==> config.mk <==
export PLATFORM = sky130hd
export DESIGN_NAME = stackCpu
export DESIGN_NICKNAME = d
export VERILOG_FILES = /design/src/design/cpuPkg.sv /design/src/design/stackCpu.sv /design/src/design/controlFsm.sv /design/src/design/datapath.sv /design/src/design/memPort.sv /design/src/design/registerFile.sv /design/src/design/alu.sv
export SDC_FILE = /design/constraint.sdc
export NUM_CORES = 1
export LEC_CHECK = 0
export BUFFER_PORTS_ARGS = -buffer_cell sky130_fd_sc_hd__buf_4
export CELL_PAD_IN_SITES_DETAIL_PLACEMENT = 2
export CELL_PAD_IN_SITES_GLOBAL_PLACEMENT = 2
export CORE_UTILIZATION = 44
export DETAILED_ROUTE_END_ITERATION = 10
export PLACE_DENSITY = 0.86
export RECOVER_POWER = 50
export SLEW_MARGIN = 15
export SYNTH_ARGS = -nofsm -noshare
export SYNTH_HDL_FRONTEND = slang
export SYNTH_SLANG_ARGS = --single-unit
==> constraint.sdc <==
create_clock -name clk -period 9.6 [get_ports clk]
set_input_delay 0.48 -clock clk [delete_from_list [all_inputs] [get_ports clk]]
set_output_delay 0.48 -clock clk [all_outputs]
set_load 0.03 [all_outputs]
==> src/design/cpuPkg.sv <==
package cpuPkg;

	localparam int dataWidth = 16;
	localparam int regCount = 8;

	typedef logic [dataWidth-1:0] word;
	typedef logic [$clog2(regCount)-1:0] regIndex;

	// Opcode in IR[15:12], codes 0 and B..E do nothing
	typedef enum logic [3:0] {
		opNop       = 4'h0,
		opBrAlways  = 4'h1,
		opBrCarry   = 4'h2,
		opBrNoCarry = 4'h3,
		opBrZero    = 4'h4,
		opBrNoZero  = 4'h5,
		opBrOvf     = 4'h6,
		opBrNoOvf   = 4'h7,
		opBrSign    = 4'h8,
		opBrNoSign  = 4'h9,
		opCall      = 4'hA,
		opStack     = 4'hF
	} opcodeT;

	// Stack sub-operation in IR[11:10]
	typedef enum logic [1:0] {stPush, stPop, stAluStack, stRet} stackOpT;

	// Low two codes line up with IR[9:8]
	typedef enum logic [2:0] {
		aluAdd, aluNeg, aluOr, aluNot, aluIncX, aluDecX, aluPassY
	} aluOpT;

	typedef struct packed {
		logic sign;
		logic overflow;
		logic carry;
		logic zero;
	} flagsT;

	typedef enum logic [1:0] {xSelPc, xSelSp, xSelReg} xSelT;
	typedef enum logic [1:0] {ySelY, ySelMem, ySelOffset} ySelT;

	localparam word resetPc = 16'h0000;
	localparam word stackTop = 16'h0100;

endpackage
==> src/design/stackCpu.sv <==
`timescale 1ns/1ps

module stackCpu (
	input logic clk,
	input logic reset,
	output logic memReq,
	output logic memWrite,
	output cpuPkg::word memAddr,
	output cpuPkg::word memWdata,
	input logic memAck,
	input cpuPkg::word memRdata
);
	import cpuPkg::*;

	logic irLoad;
	logic pcLoad;
	logic spLoad;
	logic regLoad;
	logic yLoad;
	logic flagLoad;
	logic addrSel;
	logic memStart;
	logic startWrite;
	logic memDone;
	logic [1:0] aluField;
	aluOpT aluOp;
	xSelT xSel;
	ySelT ySel;
	opcodeT opcode;
	stackOpT stackOp;
	flagsT flags;
	word busAddr;
	word busWdata;
	word rdata;

	datapath u_datapath (
		.clk(clk),
		.reset(reset),
		.irLoad(irLoad),
		.pcLoad(pcLoad),
		.spLoad(spLoad),
		.regLoad(regLoad),
		.yLoad(yLoad),
		.flagLoad(flagLoad),
		.aluOp(aluOp),
		.xSel(xSel),
		.ySel(ySel),
		.addrSel(addrSel),
		.memData(rdata),
		.memAddr(busAddr),
		.memWdata(busWdata),
		.opcode(opcode),
		.stackOp(stackOp),
		.aluField(aluField),
		.flags(flags)
	);

	controlFsm u_controlFsm (
		.clk(clk),
		.reset(reset),
		.opcode(opcode),
		.stackOp(stackOp),
		.aluField(aluField),
		.flags(flags),
		.memDone(memDone),
		.memStart(memStart),
		.memWrite(startWrite),
		.irLoad(irLoad),
		.pcLoad(pcLoad),
		.spLoad(spLoad),
		.regLoad(regLoad),
		.yLoad(yLoad),
		.flagLoad(flagLoad),
		.aluOp(aluOp),
		.xSel(xSel),
		.ySel(ySel),
		.addrSel(addrSel)
	);

	// External bus master
	memPort u_memPort (
		.clk(clk),
		.reset(reset),
		.memStart(memStart),
		.memWrite(startWrite),
		.addr(busAddr),
		.wdata(busWdata),
		.memAck(memAck),
		.memRdata(memRdata),
		.memReq(memReq),
		.memWriteOut(memWrite),
		.memDone(memDone),
		.memAddr(memAddr),
		.memWdata(memWdata),
		.rdata(rdata)
	);

endmodule

==> src/design/controlFsm.sv <==
`timescale 1ns/1ps

module controlFsm (
	input logic clk,
	input logic reset,
	input cpuPkg::opcodeT opcode,
	input cpuPkg::stackOpT stackOp,
	input logic [1:0] aluField,
	input cpuPkg::flagsT flags,
	input logic memDone,
	output logic memStart,
	output logic memWrite,
	output logic irLoad,
	output logic pcLoad,
	output logic spLoad,
	output logic regLoad,
	output logic yLoad,
	output logic flagLoad,
	output cpuPkg::aluOpT aluOp,
	output cpuPkg::xSelT xSel,
	output cpuPkg::ySelT ySel,
	output logic addrSel
);
	import cpuPkg::*;

	typedef enum logic [3:0] {
		sFetch, sFetchWait, sDecode, sPushDec, sWrite, sWriteWait, sCallJump,
		sPopRead, sPopWait, sPopLoad, sAluLoadY, sAluExec, sRetLoad
	} stateT;

	stateT state;
	stateT nextState;
	logic branchTaken;

	always_ff @(posedge clk or posedge reset) begin
		if (reset) state <= sFetch;
		else state <= nextState;
	end

	// Branch condition from the stored flags
	always_comb begin
		case (opcode)
			opBrAlways: branchTaken = 1'b1;
			opBrCarry: branchTaken = flags.carry;
			opBrNoCarry: branchTaken = !flags.carry;
			opBrZero: branchTaken = flags.zero;
			opBrNoZero: branchTaken = !flags.zero;
			opBrOvf: branchTaken = flags.overflow;
			opBrNoOvf: branchTaken = !flags.overflow;
			opBrSign: branchTaken = flags.sign;
			opBrNoSign: branchTaken = !flags.sign;
			default: branchTaken = 1'b0;
		endcase
	end

	////////////////////////////////////////////////////////////////////
	// Sequencing and datapath controls
	////////////////////////////////////////////////////////////////////
	always_comb begin
		nextState = state;
		memStart = 1'b0;
		memWrite = 1'b0;
		irLoad = 1'b0;
		pcLoad = 1'b0;
		spLoad = 1'b0;
		regLoad = 1'b0;
		yLoad = 1'b0;
		flagLoad = 1'b0;
		aluOp = aluPassY;
		xSel = xSelPc;
		ySel = ySelY;
		addrSel = 1'b0;
		case (state)
			sFetch: begin
				memStart = 1'b1;
				nextState = sFetchWait;
			end
			// PC+1 goes through the ALU as IR is loaded
			sFetchWait: if (memDone) begin
				irLoad = 1'b1;
				pcLoad = 1'b1;
				aluOp = aluIncX;
				nextState = sDecode;
			end
			sDecode: begin
				nextState = sFetch;
				if (opcode == opStack) begin
					nextState = (stackOp == stPush) ? sPushDec : sPopRead;
				end else if (opcode == opCall) begin
					nextState = sPushDec;
				end else if (branchTaken) begin
					pcLoad = 1'b1;
					ySel = ySelOffset;
					aluOp = aluAdd;
				end
			end
			sPushDec: begin
				spLoad = 1'b1;
				xSel = xSelSp;
				aluOp = aluDecX;
				nextState = sWrite;
			end
			sWrite: begin
				memStart = 1'b1;
				memWrite = 1'b1;
				addrSel = 1'b1;
				nextState = sWriteWait;
			end
			sWriteWait: if (memDone) begin
				nextState = (opcode == opCall) ? sCallJump : sFetch;
			end
			sCallJump: begin
				pcLoad = 1'b1;
				ySel = ySelOffset;
				aluOp = aluAdd;
				nextState = sFetch;
			end
			sPopRead: begin
				memStart = 1'b1;
				addrSel = 1'b1;
				nextState = sPopWait;
			end
			sPopWait: if (memDone) begin
				spLoad = 1'b1;
				xSel = xSelSp;
				aluOp = aluIncX;
				case (stackOp)
					stPop: nextState = sPopLoad;
					stAluStack: nextState = sAluLoadY;
					default: nextState = sRetLoad;
				endcase
			end
			sPopLoad: begin
				regLoad = 1'b1;
				ySel = ySelMem;
				nextState = sFetch;
			end
			sAluLoadY: begin
				yLoad = 1'b1;
				ySel = ySelMem;
				nextState = sAluExec;
			end
			// Function comes straight from IR[9:8]
			sAluExec: begin
				regLoad = 1'b1;
				flagLoad = 1'b1;
				xSel = xSelReg;
				aluOp = aluOpT'({1'b0, aluField});
				nextState = sFetch;
			end
			sRetLoad: begin
				pcLoad = 1'b1;
				ySel = ySelMem;
				nextState = sFetch;
			end
			default: nextState = sFetch;
		endcase
	end

endmodule

==> src/design/datapath.sv <==
`timescale 1ns/1ps

module datapath (
	input logic clk,
	input logic reset,
	input logic irLoad,
	input logic pcLoad,
	input logic spLoad,
	input logic regLoad,
	input logic yLoad,
	input logic flagLoad,
	input cpuPkg::aluOpT aluOp,
	input cpuPkg::xSelT xSel,
	input cpuPkg::ySelT ySel,
	input logic addrSel,
	input cpuPkg::word memData,
	output cpuPkg::word memAddr,
	output cpuPkg::word memWdata,
	output cpuPkg::opcodeT opcode,
	output cpuPkg::stackOpT stackOp,
	output logic [1:0] aluField,
	output cpuPkg::flagsT flags
);
	import cpuPkg::*;

	word pc;
	word sp;
	word ir;
	word yReg;
	word regData;
	word offset;
	word aluX;
	word aluY;
	word aluResult;
	flagsT aluFlags;

	////////////////////////////////////////////////////////////////////
	// Architectural registers
	////////////////////////////////////////////////////////////////////
	always_ff @(posedge clk or posedge reset) begin
		if (reset) begin
			pc <= resetPc;
			sp <= stackTop;
			ir <= '0;
			flags <= '0;
		end else begin
			if (pcLoad) pc <= aluResult;
			if (spLoad) sp <= aluResult;
			if (irLoad) ir <= memData;
			if (flagLoad) flags <= aluFlags;
		end
	end

	// Y only ever holds a popped operand
	always_ff @(posedge clk) begin
		if (yLoad) yReg <= aluResult;
	end

	// Instruction fields
	assign opcode = opcodeT'(ir[15:12]);
	assign stackOp = stackOpT'(ir[11:10]);
	assign aluField = ir[9:8];
	assign offset = {{(dataWidth-12){ir[11]}}, ir[11:0]};

	// Operand multiplexers
	always_comb begin
		case (xSel)
			xSelSp: aluX = sp;
			xSelReg: aluX = regData;
			default: aluX = pc;
		endcase
		case (ySel)
			ySelMem: aluY = memData;
			ySelOffset: aluY = offset;
			default: aluY = yReg;
		endcase
	end

	// Stack accesses use SP, fetches use PC
	assign memAddr = addrSel ? sp : pc;
	assign memWdata = (opcode == opCall) ? pc : regData;

	registerFile u_registerFile (
		.clk(clk),
		.reset(reset),
		.wen(regLoad),
		.windex(ir[7:5]),
		.wdata(aluResult),
		.rindex(ir[7:5]),
		.rdata(regData)
	);

	alu u_alu (
		.x(aluX),
		.y(aluY),
		.op(aluOp),
		.result(aluResult),
		.flags(aluFlags)
	);

endmodule

==> src/design/memPort.sv <==
`timescale 1ns/1ps

module memPort (
	input logic clk,
	input logic reset,
	input logic memStart,
	input logic memWrite,
	input cpuPkg::word addr,
	input cpuPkg::word wdata,
	input logic memAck,
	input cpuPkg::word memRdata,
	output logic memReq,
	output logic memWriteOut,
	output logic memDone,
	output cpuPkg::word memAddr,
	output cpuPkg::word memWdata,
	output cpuPkg::word rdata
);
	typedef enum logic [1:0] {portIdle, portRequest, portRelease} portStateT;

	portStateT state;

	////////////////////////////////////////////////////////////////////
	// Four-phase handshake
	////////////////////////////////////////////////////////////////////
	always_ff @(posedge clk or posedge reset) begin
		if (reset) begin
			state <= portIdle;
			memReq <= 1'b0;
			memWriteOut <= 1'b0;
			memDone <= 1'b0;
		end else begin
			memDone <= 1'b0;
			case (state)
				portIdle: if (memStart) begin
					memReq <= 1'b1;
					memWriteOut <= memWrite;
					state <= portRequest;
				end
				portRequest: if (memAck) begin
					memReq <= 1'b0;
					state <= portRelease;
				end
				// Wait for the memory to drop its ack before finishing
				portRelease: if (!memAck) begin
					memWriteOut <= 1'b0;
					memDone <= 1'b1;
					state <= portIdle;
				end
				default: state <= portIdle;
			endcase
		end
	end

	always_ff @(posedge clk) begin
		if (state == portIdle && memStart) begin
			memAddr <= addr;
			memWdata <= wdata;
		end
		if (state == portRequest && memAck) begin
			rdata <= memRdata;
		end
	end

endmodule

==> src/design/registerFile.sv <==
`timescale 1ns/1ps

module registerFile (
	input logic clk,
	input logic reset,
	input logic wen,
	input cpuPkg::regIndex windex,
	input cpuPkg::word wdata,
	input cpuPkg::regIndex rindex,
	output cpuPkg::word rdata
);
	import cpuPkg::*;

	word regs [regCount];

	always_ff @(posedge clk or posedge reset) begin
		if (reset) begin
			for (int i = 0; i < regCount; i++) begin
				regs[i] <= '0;
			end
		end else if (wen) begin
			regs[windex] <= wdata;
		end
	end

	// Asynchronous read port
	assign rdata = regs[rindex];

endmodule

==> src/design/alu.sv <==
`timescale 1ns/1ps

module alu (
	input cpuPkg::word x,
	input cpuPkg::word y,
	input cpuPkg::aluOpT op,
	output cpuPkg::word result,
	output cpuPkg::flagsT flags
);
	import cpuPkg::*;

	logic [dataWidth:0] sum;

	// Extra bit catches the carry out of the adder
	assign sum = {1'b0, x} + {1'b0, y};

	always_comb begin
		flags.carry = 1'b0;
		flags.overflow = 1'b0;
		case (op)
			aluAdd: begin
				result = sum[dataWidth-1:0];
				flags.carry = sum[dataWidth];
				// Same-sign operands giving a result of the other sign
				flags.overflow = (x[dataWidth-1] == y[dataWidth-1]) &&
					(sum[dataWidth-1] != x[dataWidth-1]);
			end
			aluNeg: result = -y;
			aluOr: result = x | y;
			aluNot: result = ~y;
			aluIncX: result = x + 1'b1;
			aluDecX: result = x - 1'b1;
			default: result = y;
		endcase
		flags.sign = result[dataWidth-1];
		flags.zero = (result == '0);
	end

endmodule

==> metrics.yaml, run 1 <==
hp-class: "in2reg"
h-tree-depth: 1
fillers: 3330
cts_hold_buf: 0
finalInstanceArea_um2: 16000
vias_per_cell: 6.29
area_growth_pct: 11.2
route.detailed.drc: 0
worstSetupEndpoint: "u_datapath.yReg[15]"
ys_async_sr_fraction: 0.747
io_pins: 53
outcome: "finished with violations"
final_common_cell: "nand2_1"
core_area_um2: 31900
finalSetupViolations: 0
drtIter0Drc: 763
maxSlewViolCount: 192
cts_buffers: 28
num_rows: 65
use_met1: 0.418
antenna_cells_inserted: 0
crit_required_ns: 9.85
nNetsFinal: 1598
drive_gt1_frac: 0.133
cpPeakStageDelay_ns: 0.90
rsz0062_at_grt: "no"
ys_ff_latch: 253
numPortBuffers: 52
ant_nets: 0
r2r_start: "u_controlFsm.state[0]"
cap_viol_max_count: 2
synthFlopType: "dfrtp_1"
tns_ns: 0
clock-root-buffer: "clkbuf_16"
syn_area_per_cell_um2: 9.49
synth_fp_nets: 1590
vias: 12500
skew_ns: 0.0571
busiest_layer: "met2"
clock-sinks: 253
yosys_warnings: 0
synthesis.area_um2: 14400
power_density_nw_per_um2: 366
post_cts_buffers: 0
leakage_nw: 6.97
dp_hpwl_um: 38600
grt_pass1_vias: 14100
grt_start_max_net_pins: 119
crit_path_end_kind: "register"
yosys.area.top_type: "dfrtp_1"
cts_tree: "built"
fin_crit_sh: 0.782
routabilityCongestion: 0.977
grt_overflow: 0
clk_pin_slew_worst_paths_ns: 0.06
clockBufferDepth: 3
track_usage: 0.352
wl_per_cell_um: 29.3
met3_usage: 0.0453
ir_drop_mv: 0.198
routed_wl_um: 58000
fin_crit_ns: 7.51
synth_area_leaders: "dfrtp_1, edfxtp_1, nand2_1"
crit_type: "reg2reg"
synthCells: 1517
regToRegSetupSlack_ns: 2.09
clk_latency_ns: 0.60
fmax_ghz: 0.133
hold_viol: 0
final_cell_mix: "nand2_1, dfrtp_1, o21ai_0"
antenna_found_initial: 0
ys_seq_area_frac: 0.462
cp-startpoint: "u_controlFsm.state[0]"
slowest_stage: "a21oi_1"
placed_cell_area_um2: 15200
dieArea_um2: 33500
use_met2: 0.636
crit_path_cell_trace: "inv_1, or2_2, a21oi_1, ha_1, a21oi_1, o21ai_0, ha_1, o211ai_1, nor2_1, o31a_1, o21a_1, a221o_1, a21o_1, a311oi_1, o21a_1, inv_1"
die_w_um: 183
startpoint_type: "register"
grt_first_pass_wirelength_um: 88300
synth_top_area_share: 0.327
synth-edff-count: 64
synth.distinct_cells: 82
start_util: 0.452
rr_worst_depth: 16
worstPathMaxFanout: 20
postLayoutCoreUtil: 0.502
die_h_um: 183
arrival_ns: 7.76
slew_headroom: -2.60
dr.pass1.iters: 5
reg2reg_to: "u_datapath.yReg[15]"
violations: "capacitance limit, slew limit"
cts_resized: 0
tightest_slew_ns: 5.37
-- cell type report --
type | instances | area [um^2] | share of cell area
Tap cell | 435 | 544 | 0.0340
Sequential cell | 253 | 6660 | 0.416
Timing Repair Buffer | 78 | 443 | 0.0277
Clock buffer | 45 | 845 | 0.0527
Inverter | 64 | 241 | 0.0151
Clock inverter | 7 | 114 | 0.00711
Multi-Input combinational cell | 1100 | 7170 | 0.448
-- worst min-delay path by stage --
stage	start	endpoint	slack, ns	cells past startpoint
after floorplan	u_datapath.u_registerFile.regs[11]	u_datapath.u_registerFile.regs[11]	0.44	2
after global placement	u_datapath.u_registerFile.regs[13]	u_datapath.u_registerFile.regs[13]	0.45	2
after detailed placement	u_datapath.u_registerFile.regs[35]	u_datapath.u_registerFile.regs[35]	0.47	2
after CTS	memRdata[1]	u_memPort.rdata[1]	0.05	1
after global routing	memRdata[6]	u_memPort.rdata[6]	0.07	1
final	memRdata[5]	u_memPort.rdata[5]	0.09	1
-- metrics by stage --
stage	setup WS (ns)	instances	hold WS, ns	total power [mW]
after floorplan	3.98	1517	0.440	3.55
after global routing	1.18	1982	0.0736	6.10
after detailed placement	2.29	1929	0.465	4.59
after global placement	2.69	1929	0.454	4.40
final	2.09	1982	0.0855	5.85
after CTS	2.14	1981	0.0535	5.83
-- flip-flops by register name (all words and copies together) (netlist names) --
register                        flops
u_memPort.memReq                    1
u_memPort.memWriteOut               1
u_datapath.yReg                    16
u_datapath.ir                      16
u_controlFsm.state                  4
u_memPort.memDone                   1
u_datapath.pc                      16
u_datapath.flags                    4
u_datapath.sp                      16
u_memPort.state                     2
u_memPort.memWdata                 16
u_datapath.u_registerFile.regs    128
u_memPort.memAddr                  16
u_memPort.rdata                    16
-- worst max-delay path: cells and delay by family, from the launching register on --
kind | cells | cell delay [ns]
AOI/OAI and AO/OA | 10 | 4.31
adders and majority gates | 2 | 1.23
buffers and inverters | 2 | 0.46
DFF | 1 | 0.74
and+or+nand+nor | 2 | 0.43
-- cell usage after synthesis, types with 4 or more instances --
| cell type | number |
|---|---|
| o21ai_0 | 138 |
| xor2_1 | 6 |
| a2111oi_0 | 6 |
| mux2_2 | 89 |
| nand2b_1 | 11 |
| nand3_1 | 16 |
| o21bai_1 | 4 |
| and3_1 | 6 |
| mux2i_1 | 41 |
| a221oi_1 | 24 |
| buf_2 | 4 |
| a31oi_1 | 5 |
| edfxtp_1 | 64 |
| a21oi_1 | 72 |
| a211o_1 | 5 |
| nor2b_1 | 32 |
| a211oi_1 | 10 |
| o22ai_1 | 12 |
| or2_2 | 10 |
| a21o_1 | 14 |
| dfrtp_1 | 188 |
| a22o_1 | 14 |
| nor3_1 | 34 |
| o221ai_1 | 9 |
| and2_1 | 13 |
| xnor2_1 | 18 |
| o21a_1 | 13 |
| nor2_1 | 80 |
| ha_1 | 53 |
| o211ai_1 | 6 |
| buf_1 | 6 |
| nor4_1 | 5 |
| inv_1 | 63 |
| nand4_1 | 5 |
| clkbuf_1 | 88 |
| nand2_1 | 277 |
| or3_1 | 5 |
| nand3b_1 | 4 |
| o31ai_1 | 4 |
-- power breakdown --
group	leakage, nW	switching, mW	internal (mW)
logic	3.39	1.96	0.918
registers	3.12	0.336	1.51
clock network	0.469	0.479	0.658
total	6.97	2.77	3.08
-- cells by family (layout without fill, tap and decap cells) --
group                    count (synthesis)  after routing  share of synthesized area
adder cells (fa/ha/maj)                 54             54                     0.0474
flip-flops                             253            253                      0.462
multiplexers                           132            132                      0.101
AO/OA/AOI/OAI                          377            377                      0.171
XOR/XNOR                                24             24                     0.0146
AND/OR/NAND/NOR                        513            513                      0.160
buffers and inverters                  164            194                     0.0439
-- per-layer routing --
layer  share of wire  vias up
met3           0.045      140
met4           0.044        0
met1            0.40     6537
met2            0.52      396
li1                -     5392
met5               0        -
Note: power is estimated with default switching activity, not from simulation.
==> inputs of run 2 (changes only) <==
--- a/config.mk
+++ b/config.mk
@@ -8,9 +8,9 @@
 export BUFFER_PORTS_ARGS = -buffer_cell sky130_fd_sc_hd__buf_4
 export CELL_PAD_IN_SITES_DETAIL_PLACEMENT = 2
 export CELL_PAD_IN_SITES_GLOBAL_PLACEMENT = 2
-export CORE_UTILIZATION = 44
+export CORE_UTILIZATION = 37
 export DETAILED_ROUTE_END_ITERATION = 10
-export PLACE_DENSITY = 0.86
+export PLACE_DENSITY = 0.77
 export RECOVER_POWER = 50
 export SLEW_MARGIN = 15
 export SYNTH_ARGS = -nofsm -noshare
==> constraint.sdc (replaced) <==
create_clock -name clk -period 6.7 [get_ports clk]
set_input_delay 0.335 -clock clk [delete_from_list [all_inputs] [get_ports clk]]
set_output_delay 0.335 -clock clk [all_outputs]
set_load 0.03 [all_outputs]
==> metrics.yaml, run 2 (synthesized netlist as in run 1, its figures left out) <==
clk_pin_slew_worst_paths_ns: 0.06  # about the same
die_h_um: 199  # +9.0%
num_rows: 71  # +9.2%
ir_drop_mv: 0.219  # +11%
dr.pass1.iters: 5  # unchanged
leakage_nw: 7.21  # +3.4%
arrival_ns: 6.87  # -0.89 ns
grt_pass1_vias: 13200  # -6.1%
dieArea_um2: 39700  # +19%
worstPathMaxFanout: 19  # -5.0%
tns_ns: 0  # unchanged
final_common_cell: "nand2_1"
max_flop_register: "u_datapath.u_registerFile.regs"
clock-root-buffer: "clkbuf_16"
crit_required_ns: 7.19  # -2.66 ns
fin_crit_ns: 6.38  # -1.13 ns
cts_buffers: 29  # +3.6%
nNetsFinal: 1646  # +3.0%
io_pins: 53  # unchanged
cpPeakStageDelay_ns: 0.56  # -0.34 ns
rsz0062_at_grt: "no"
maxSlewViolCount: 118  # -39%
dp_hpwl_um: 37800  # -2.1%
crit_path_end_kind: "register"
fin_crit_sh: 0.952  # +0.169
tightest_slew_ns: 4.65  # -0.722 ns
routabilityCongestion: 1.02  # +3.9%
final_cell_mix: "nand2_1, dfrtp_1, o21ai_0"
slew_headroom: -2.10  # +0.501
core_area_um2: 38000  # +19%
fmax_ghz: 0.157  # +18%
finalSetupViolations: 0  # unchanged
hp-class: "reg2reg"
clk_latency_ns: 0.58  # -0.02 ns
post_cts_buffers: 0  # unchanged
path_buf_inv: 3  # +1
start_util: 0.379  # -0.0729
setup_slack_ns: 0.324  # -1.77 ns
track_usage: 0.280  # -0.0716
outcome: "finished with violations"
power_density_nw_per_um2: 502  # +37%
cp_top_family: "compound AO/OA/AOI/OAI gates"
clockBufferDepth: 3  # unchanged
numPortBuffers: 52  # unchanged
die_w_um: 199  # +9.0%
drive_gt1_frac: 0.150  # +0.0172
crit_path_cell_trace: "inv_1, or2_2, a21oi_1, ha_1, buf_4, nand2b_1, o21ai_1, inv_1, fa_1, nor2b_1, o211ai_1, a21oi_1, xnor2_1, o22ai_1, a2111oi_2, nand3b_1, nor4b_1, o2111ai_1, o21ai_1"
area_growth_pct: 14.6
vias_per_cell: 5.75  # -8.5%
wl_per_cell_um: 25.6  # -13%
skew_ns: 0.0147  # -0.0424 ns
grt_first_pass_wirelength_um: 82900  # -6.1%
largest_register_ffs: 128  # unchanged
antenna_found_initial: 1  # +1
grt_overflow: 0  # unchanged
ant_nets: 0  # unchanged
grt_start_max_net_pins: 118  # -0.84%
post-place-ws_ns: 0.460  # -1.83 ns
startpoint_type: "register"
clock-sinks: 253  # unchanged
drtIter0Drc: 642  # -16%
route.detailed.drc: 0  # unchanged
crit_type: "reg2reg"
h-tree-depth: 1  # unchanged
slowest_stage: "ha_1"
cap_viol_max_count: 1  # -1
antenna_cells_inserted: 0  # unchanged
postLayoutCoreUtil: 0.434  # -0.0683
routed_wl_um: 53900  # -7.0%
vias: 12100  # -2.8%
cts_tree: "built"
violations: "capacitance limit, slew limit"
hold_viol: 0  # unchanged
## run 2: path summary, 6_finish.rpt
path	start	to	slack, ns	cells past startpoint
max	u_controlFsm.state[0]	u_datapath.flags[0]	0.32	19
min	u_datapath.u_registerFile.regs[106]	u_datapath.u_registerFile.regs[106]	0.48	2
max reg2reg	u_controlFsm.state[0]	u_datapath.flags[0]	0.32	19
min reg2reg	u_datapath.u_registerFile.regs[106]	u_datapath.u_registerFile.regs[106]	0.48	2
max in group asynchronous	reset	u_datapath.ir[7]	1.91	4
min in group asynchronous	reset	u_datapath.u_registerFile.regs[119]	2.00	3
## run 2: through the flow
stage	area [um^2]	std cells	hold slack [ns]	power, mW
after CTS	16600	2106	0.454	8.32
after detailed placement	15500	2034	0.464	6.66
final	16500	2107	0.479	8.29
after global placement	15500	2034	0.454	6.46
after floorplan	14400	1517	0.401	5.08
after global routing	16500	2107	0.488	8.74
## run 2: layer usage
metal | routed length (um) | track usage
met5 | 0 | 0
met4 | 1760 | 0.0949
met3 | 1810 | 0.0314
met2 | 26900 | 0.492
met1 | 23400 | 0.355
## run 2: power by group
| part | internal [mW] | leakage [nW] | total [mW] | switching (mW) |
|---|---|---|---|---|
| Combinational | 1.42 | 3.61 | 4.15 | 2.72 |
| Sequential | 2.16 | 3.12 | 2.55 | 0.393 |
| Clock | 0.907 | 0.477 | 1.60 | 0.688 |
## run 2: final cells by class
type                       instances  area (um^2)
sequential                       253         6660
tap                              511          639
timing repair buffer             125          863
clock buffer                      42          875
fill                            4161        21500
inverter                          64          240
multi-input combinational       1100         7150
clock inverter                    12         78.8
## run 2: worst reg2reg max path: stages (launching register included)
cell and delay (ns):
dfrtp_1 0.53, inv_1 0.23, or2_2 0.34, a21oi_1 0.52, ha_1 0.56, buf_4 0.28, nand2b_1 0.24, o21ai_1 0.40
inv_1 0.17, fa_1 0.41, nor2b_1 0.29, o211ai_1 0.22, a21oi_1 0.21, xnor2_1 0.17, o22ai_1 0.15, a2111oi_2 0.52
nand3b_1 0.14, nor4b_1 0.52, o2111ai_1 0.20, o21ai_1 0.20
## run 2: what timing repair did
item / 4_1_cts / 5_1_grt
hold buffers: 18 / 0
hold endpoints to repair: 125 / 0
gates resized for setup: 0 / 1
setup endpoints to repair: 0 / 1
==> inputs of run 3 (changes only) <==
--- a/config.mk
+++ b/config.mk
@@ -5,13 +5,14 @@
 export SDC_FILE = /design/constraint.sdc
 export NUM_CORES = 1
 export LEC_CHECK = 0
+export ABC_AREA = 1
 export BUFFER_PORTS_ARGS = -buffer_cell sky130_fd_sc_hd__buf_4
 export CELL_PAD_IN_SITES_DETAIL_PLACEMENT = 2
 export CELL_PAD_IN_SITES_GLOBAL_PLACEMENT = 2
-export CORE_UTILIZATION = 37
+export CORE_UTILIZATION = 34
 export DETAILED_ROUTE_END_ITERATION = 10
 export PLACE_DENSITY = 0.77
-export RECOVER_POWER = 50
+export RECOVER_POWER = 25
 export SLEW_MARGIN = 15
 export SYNTH_ARGS = -nofsm -noshare
 export SYNTH_HDL_FRONTEND = slang
==> metrics.yaml, run 3 <==
synthFlopType: "dfrtp_1"
clock-root-buffer: "clkbuf_16"
dr.pass1.iters: 5  # unchanged
internal-power_mw: 4.23  # -5.7%
crit_top_cell: "nand2_1"
clockBufferDepth: 3  # unchanged
vias: 13100  # +8.1%
worstPathMaxFanout: 32  # +13
grt_first_pass_wirelength_um: 85100  # +2.7%
busiest_layer: "met2"
setup_slack_ns: 1.08  # +0.759 ns
track_usage: 0.266  # -0.0135
synth.distinct_cells: 55  # -33%
violations: "capacitance limit, slew limit"
die_h_um: 206  # +3.4%
synth_fp_nets: 1891  # +19%
dp_hpwl_um: 39000  # +3.2%
nNetsFinal: 1931  # +17%
p_sw_frac: 0.511  # +0.0526
route.detailed.drc: 0  # unchanged
start_util: 0.346  # -0.0325
h-tree-depth: 1  # unchanged
routabilityCongestion: 0.894  # -12%
syn_area_per_cell_um2: 7.79  # -18%
clock-sinks: 253  # unchanged
synth_area_leaders: "dfrtp_1, edfxtp_1, nand2_1"
ys_seq_area_frac: 0.470  # +0.00755
use_met1: 0.336  # -0.0193
crit_type: "reg2reg"
yosys.cell_count.top_type: "nand2_1"
maxSlewViolCount: 86  # -27%
dieArea_um2: 42500  # +7.0%
whs_path_depth: 2  # unchanged
synthesis.area_um2: 14200  # -1.6%
skew_ns: 0.0263  # +0.0116 ns
cp_top_family: "simple AND/OR/NAND/NOR gates"
drtIter0Drc: 604  # -5.9%
synthCells: 1818  # +20%
rsz0062_at_grt: "no"
routed_wl_um: 55100  # +2.3%
max_flop_register: "u_datapath.u_registerFile.regs"
cts_buffers: 30  # +3.4%
clk_pin_slew_worst_paths_ns: 0.06  # about the same
largest_register_ffs: 128  # unchanged
numPortBuffers: 52  # unchanged
worstSetupEndpoint: "u_datapath.u_registerFile.regs[109]"
yosys_warnings: 0  # unchanged
hold_viol: 0  # unchanged
core_area_um2: 40900  # +7.6%
crit_required_ns: 7.13  # -0.06 ns
clockPowerShare: 0.183  # -0.009
synthTopCellsByCount: "nand2_1, o21ai_0, inv_1"
combPwrFrac: 0.538  # +0.038
slowest_stage: "ha_1"
slew_headroom: -1.61  # +0.490
fin_crit_ns: 5.62  # -0.759 ns
use_met2: 0.471  # -0.0216
final_common_cell: "nand2_1"
switchingPower_mw: 4.43  # +16%
cp-startpoint: "u_controlFsm.state[1]"
tightest_slew_ns: 3.89  # -0.757 ns
grt_pass1_vias: 14400  # +9.2%
ir_drop_mv: 0.220  # +0.76%
yosys.area.top_type: "dfrtp_1"
p_seq_frac: 0.279  # -0.029
antenna_found_initial: 2  # +1
final_cell_mix: "nand2_1, o21ai_0, inv_1"
fin_crit_sh: 0.838  # -0.113
regToRegSetupSlack_ns: 1.08  # +0.76 ns
power_density_nw_per_um2: 538  # +7.2%
outcome: "finished with violations"
post_cts_buffers: 0  # unchanged
die_w_um: 206  # +3.4%
synth-edff-count: 64  # unchanged
path_buf_inv: 2  # -1
synth_top_area_share: 0.332  # +0.00534
ys_ff_latch: 253  # unchanged
drive_gt1_frac: 0.0782  # -0.0721
wl_per_cell_um: 22.9  # -11%
cts_hold_buf: 18  # unchanged
cts_resized: 0  # unchanged
rr_worst_depth: 18  # -1
r2r_start: "u_controlFsm.state[1]"
crit_path_cell_trace: "nand2_1, inv_1, nand2_1, nand2_1, ha_1, a22oi_1, ha_1, nand2_1, nor2_1, nand2_1, o21ai_1, nand2_1, a21oi_1, nor2_1, a21oi_1, nand3_1, inv_1, o21ai_0"
reg2reg_to: "u_datapath.u_registerFile.regs[109]"
finalPower_mw: 8.66  # +4.5%
cts_tree: "built"
tns_ns: 0  # unchanged
vias_per_cell: 5.43  # -5.6%
crit_cells: 18  # -1
crit_path_end_kind: "register"
ant_nets: 0  # unchanged
grt_start_max_net_pins: 86  # -27%
clk_latency_ns: 0.62  # +0.04 ns
io_pins: 53  # unchanged
finalSetupViolations: 0  # unchanged
area_growth_pct: 13.6
leakage_nw: 7.39  # +2.5%
num_rows: 74  # +4.2%
cap_viol_max_count: 1  # unchanged
cpPeakStageDelay_ns: 1.10  # +0.54 ns
ys_async_sr_fraction: 0.747  # unchanged
post-place-ws_ns: 1.17  # +0.712 ns
hp-class: "in2reg"
grt_overflow: 0  # unchanged
fmax_ghz: 0.178  # +14%
met3_usage: 0.0314  # about the same
startpoint_type: "register"
arrival_ns: 6.05  # -0.82 ns
-- run 3: worst min path at each step --
| stage | from | to |
|---|---|---|
| final | memRdata[7] | u_memPort.rdata[7] |
| after global routing | memRdata[5] | u_memPort.rdata[5] |
| after CTS | reset | u_datapath.u_registerFile.regs[17] |
| after detailed placement | reset | u_datapath.u_registerFile.regs[17] |
| after global placement | u_datapath.u_registerFile.regs[52] | u_datapath.u_registerFile.regs[52] |
| after floorplan | memAck | u_memPort.memDone |
-- run 3: metrics by stage --
stage               utilization  hold slack (ns)  cell area [um^2]  instances
CTS                       0.394            0.386             16100       2410
global placement          0.367            0.461             15000       2339
floorplan                     -            0.401             14200       1818
finish                    0.393            0.459             16100       2412
detailed placement        0.367            0.468             15000       2339
global route              0.393            0.457             16100       2411
-- run 3: cells by family (layout without fill, tap and decap cells) --
group / Yosys count / after routing / synth area share
buf+inv: 280 / 341 / 0.0773
fa+ha+maj: 54 / 54 / 0.0482
other cells: 0 / 1 / 0
compound gates: 436 / 436 / 0.167
mux: 5 / 5 / 0.00397
flops: 253 / 253 / 0.470
xor+xnor: 7 / 7 / 0.00433
simple gates: 783 / 783 / 0.230
-- run 3: power by group through the flow --
stage	clock, mW	sequential, mW	combinational, mW
floorplan	0	2.56	2.73
global placement	0	2.41	4.47
detailed placement	0	2.44	4.63
CTS	1.60	2.42	4.68
global route	1.65	2.47	5.09
finish	1.58	2.42	4.66
-- run 3: layer usage --
metal / part of all wire / wire length, um
met4: 0.033 / 1820
met1: 0.44 / 24000
met3: 0.030 / 1660
met5: 0.00015 / 8
met2: 0.50 / 27600
-- run 3: area by class of cell --
type	count	area, um^2
diodes	1	2.50
clock buffers	40	828
clock inverters	13	95.1
fillers	4694	24800
inverters	200	757
multi-input cells	1285	6440
flip-flops and latches	253	6650
well taps	532	666
repair buffers	88	647
-- run 3: worst register-to-register path, stage by stage, from the launching register on --
cell	delay, ns
dfrtp_1	0.41
nand2_1	0.15
inv_1	0.12
nand2_1	0.26
nand2_1	0.19
ha_1	1.10
a22oi_1	0.53
ha_1	0.53
nand2_1	0.14
nor2_1	0.21
nand2_1	0.08
o21ai_1	0.33
nand2_1	0.17
a21oi_1	0.16
nor2_1	0.07
a21oi_1	0.13
nand3_1	0.42
inv_1	0.33
o21ai_0	0.13
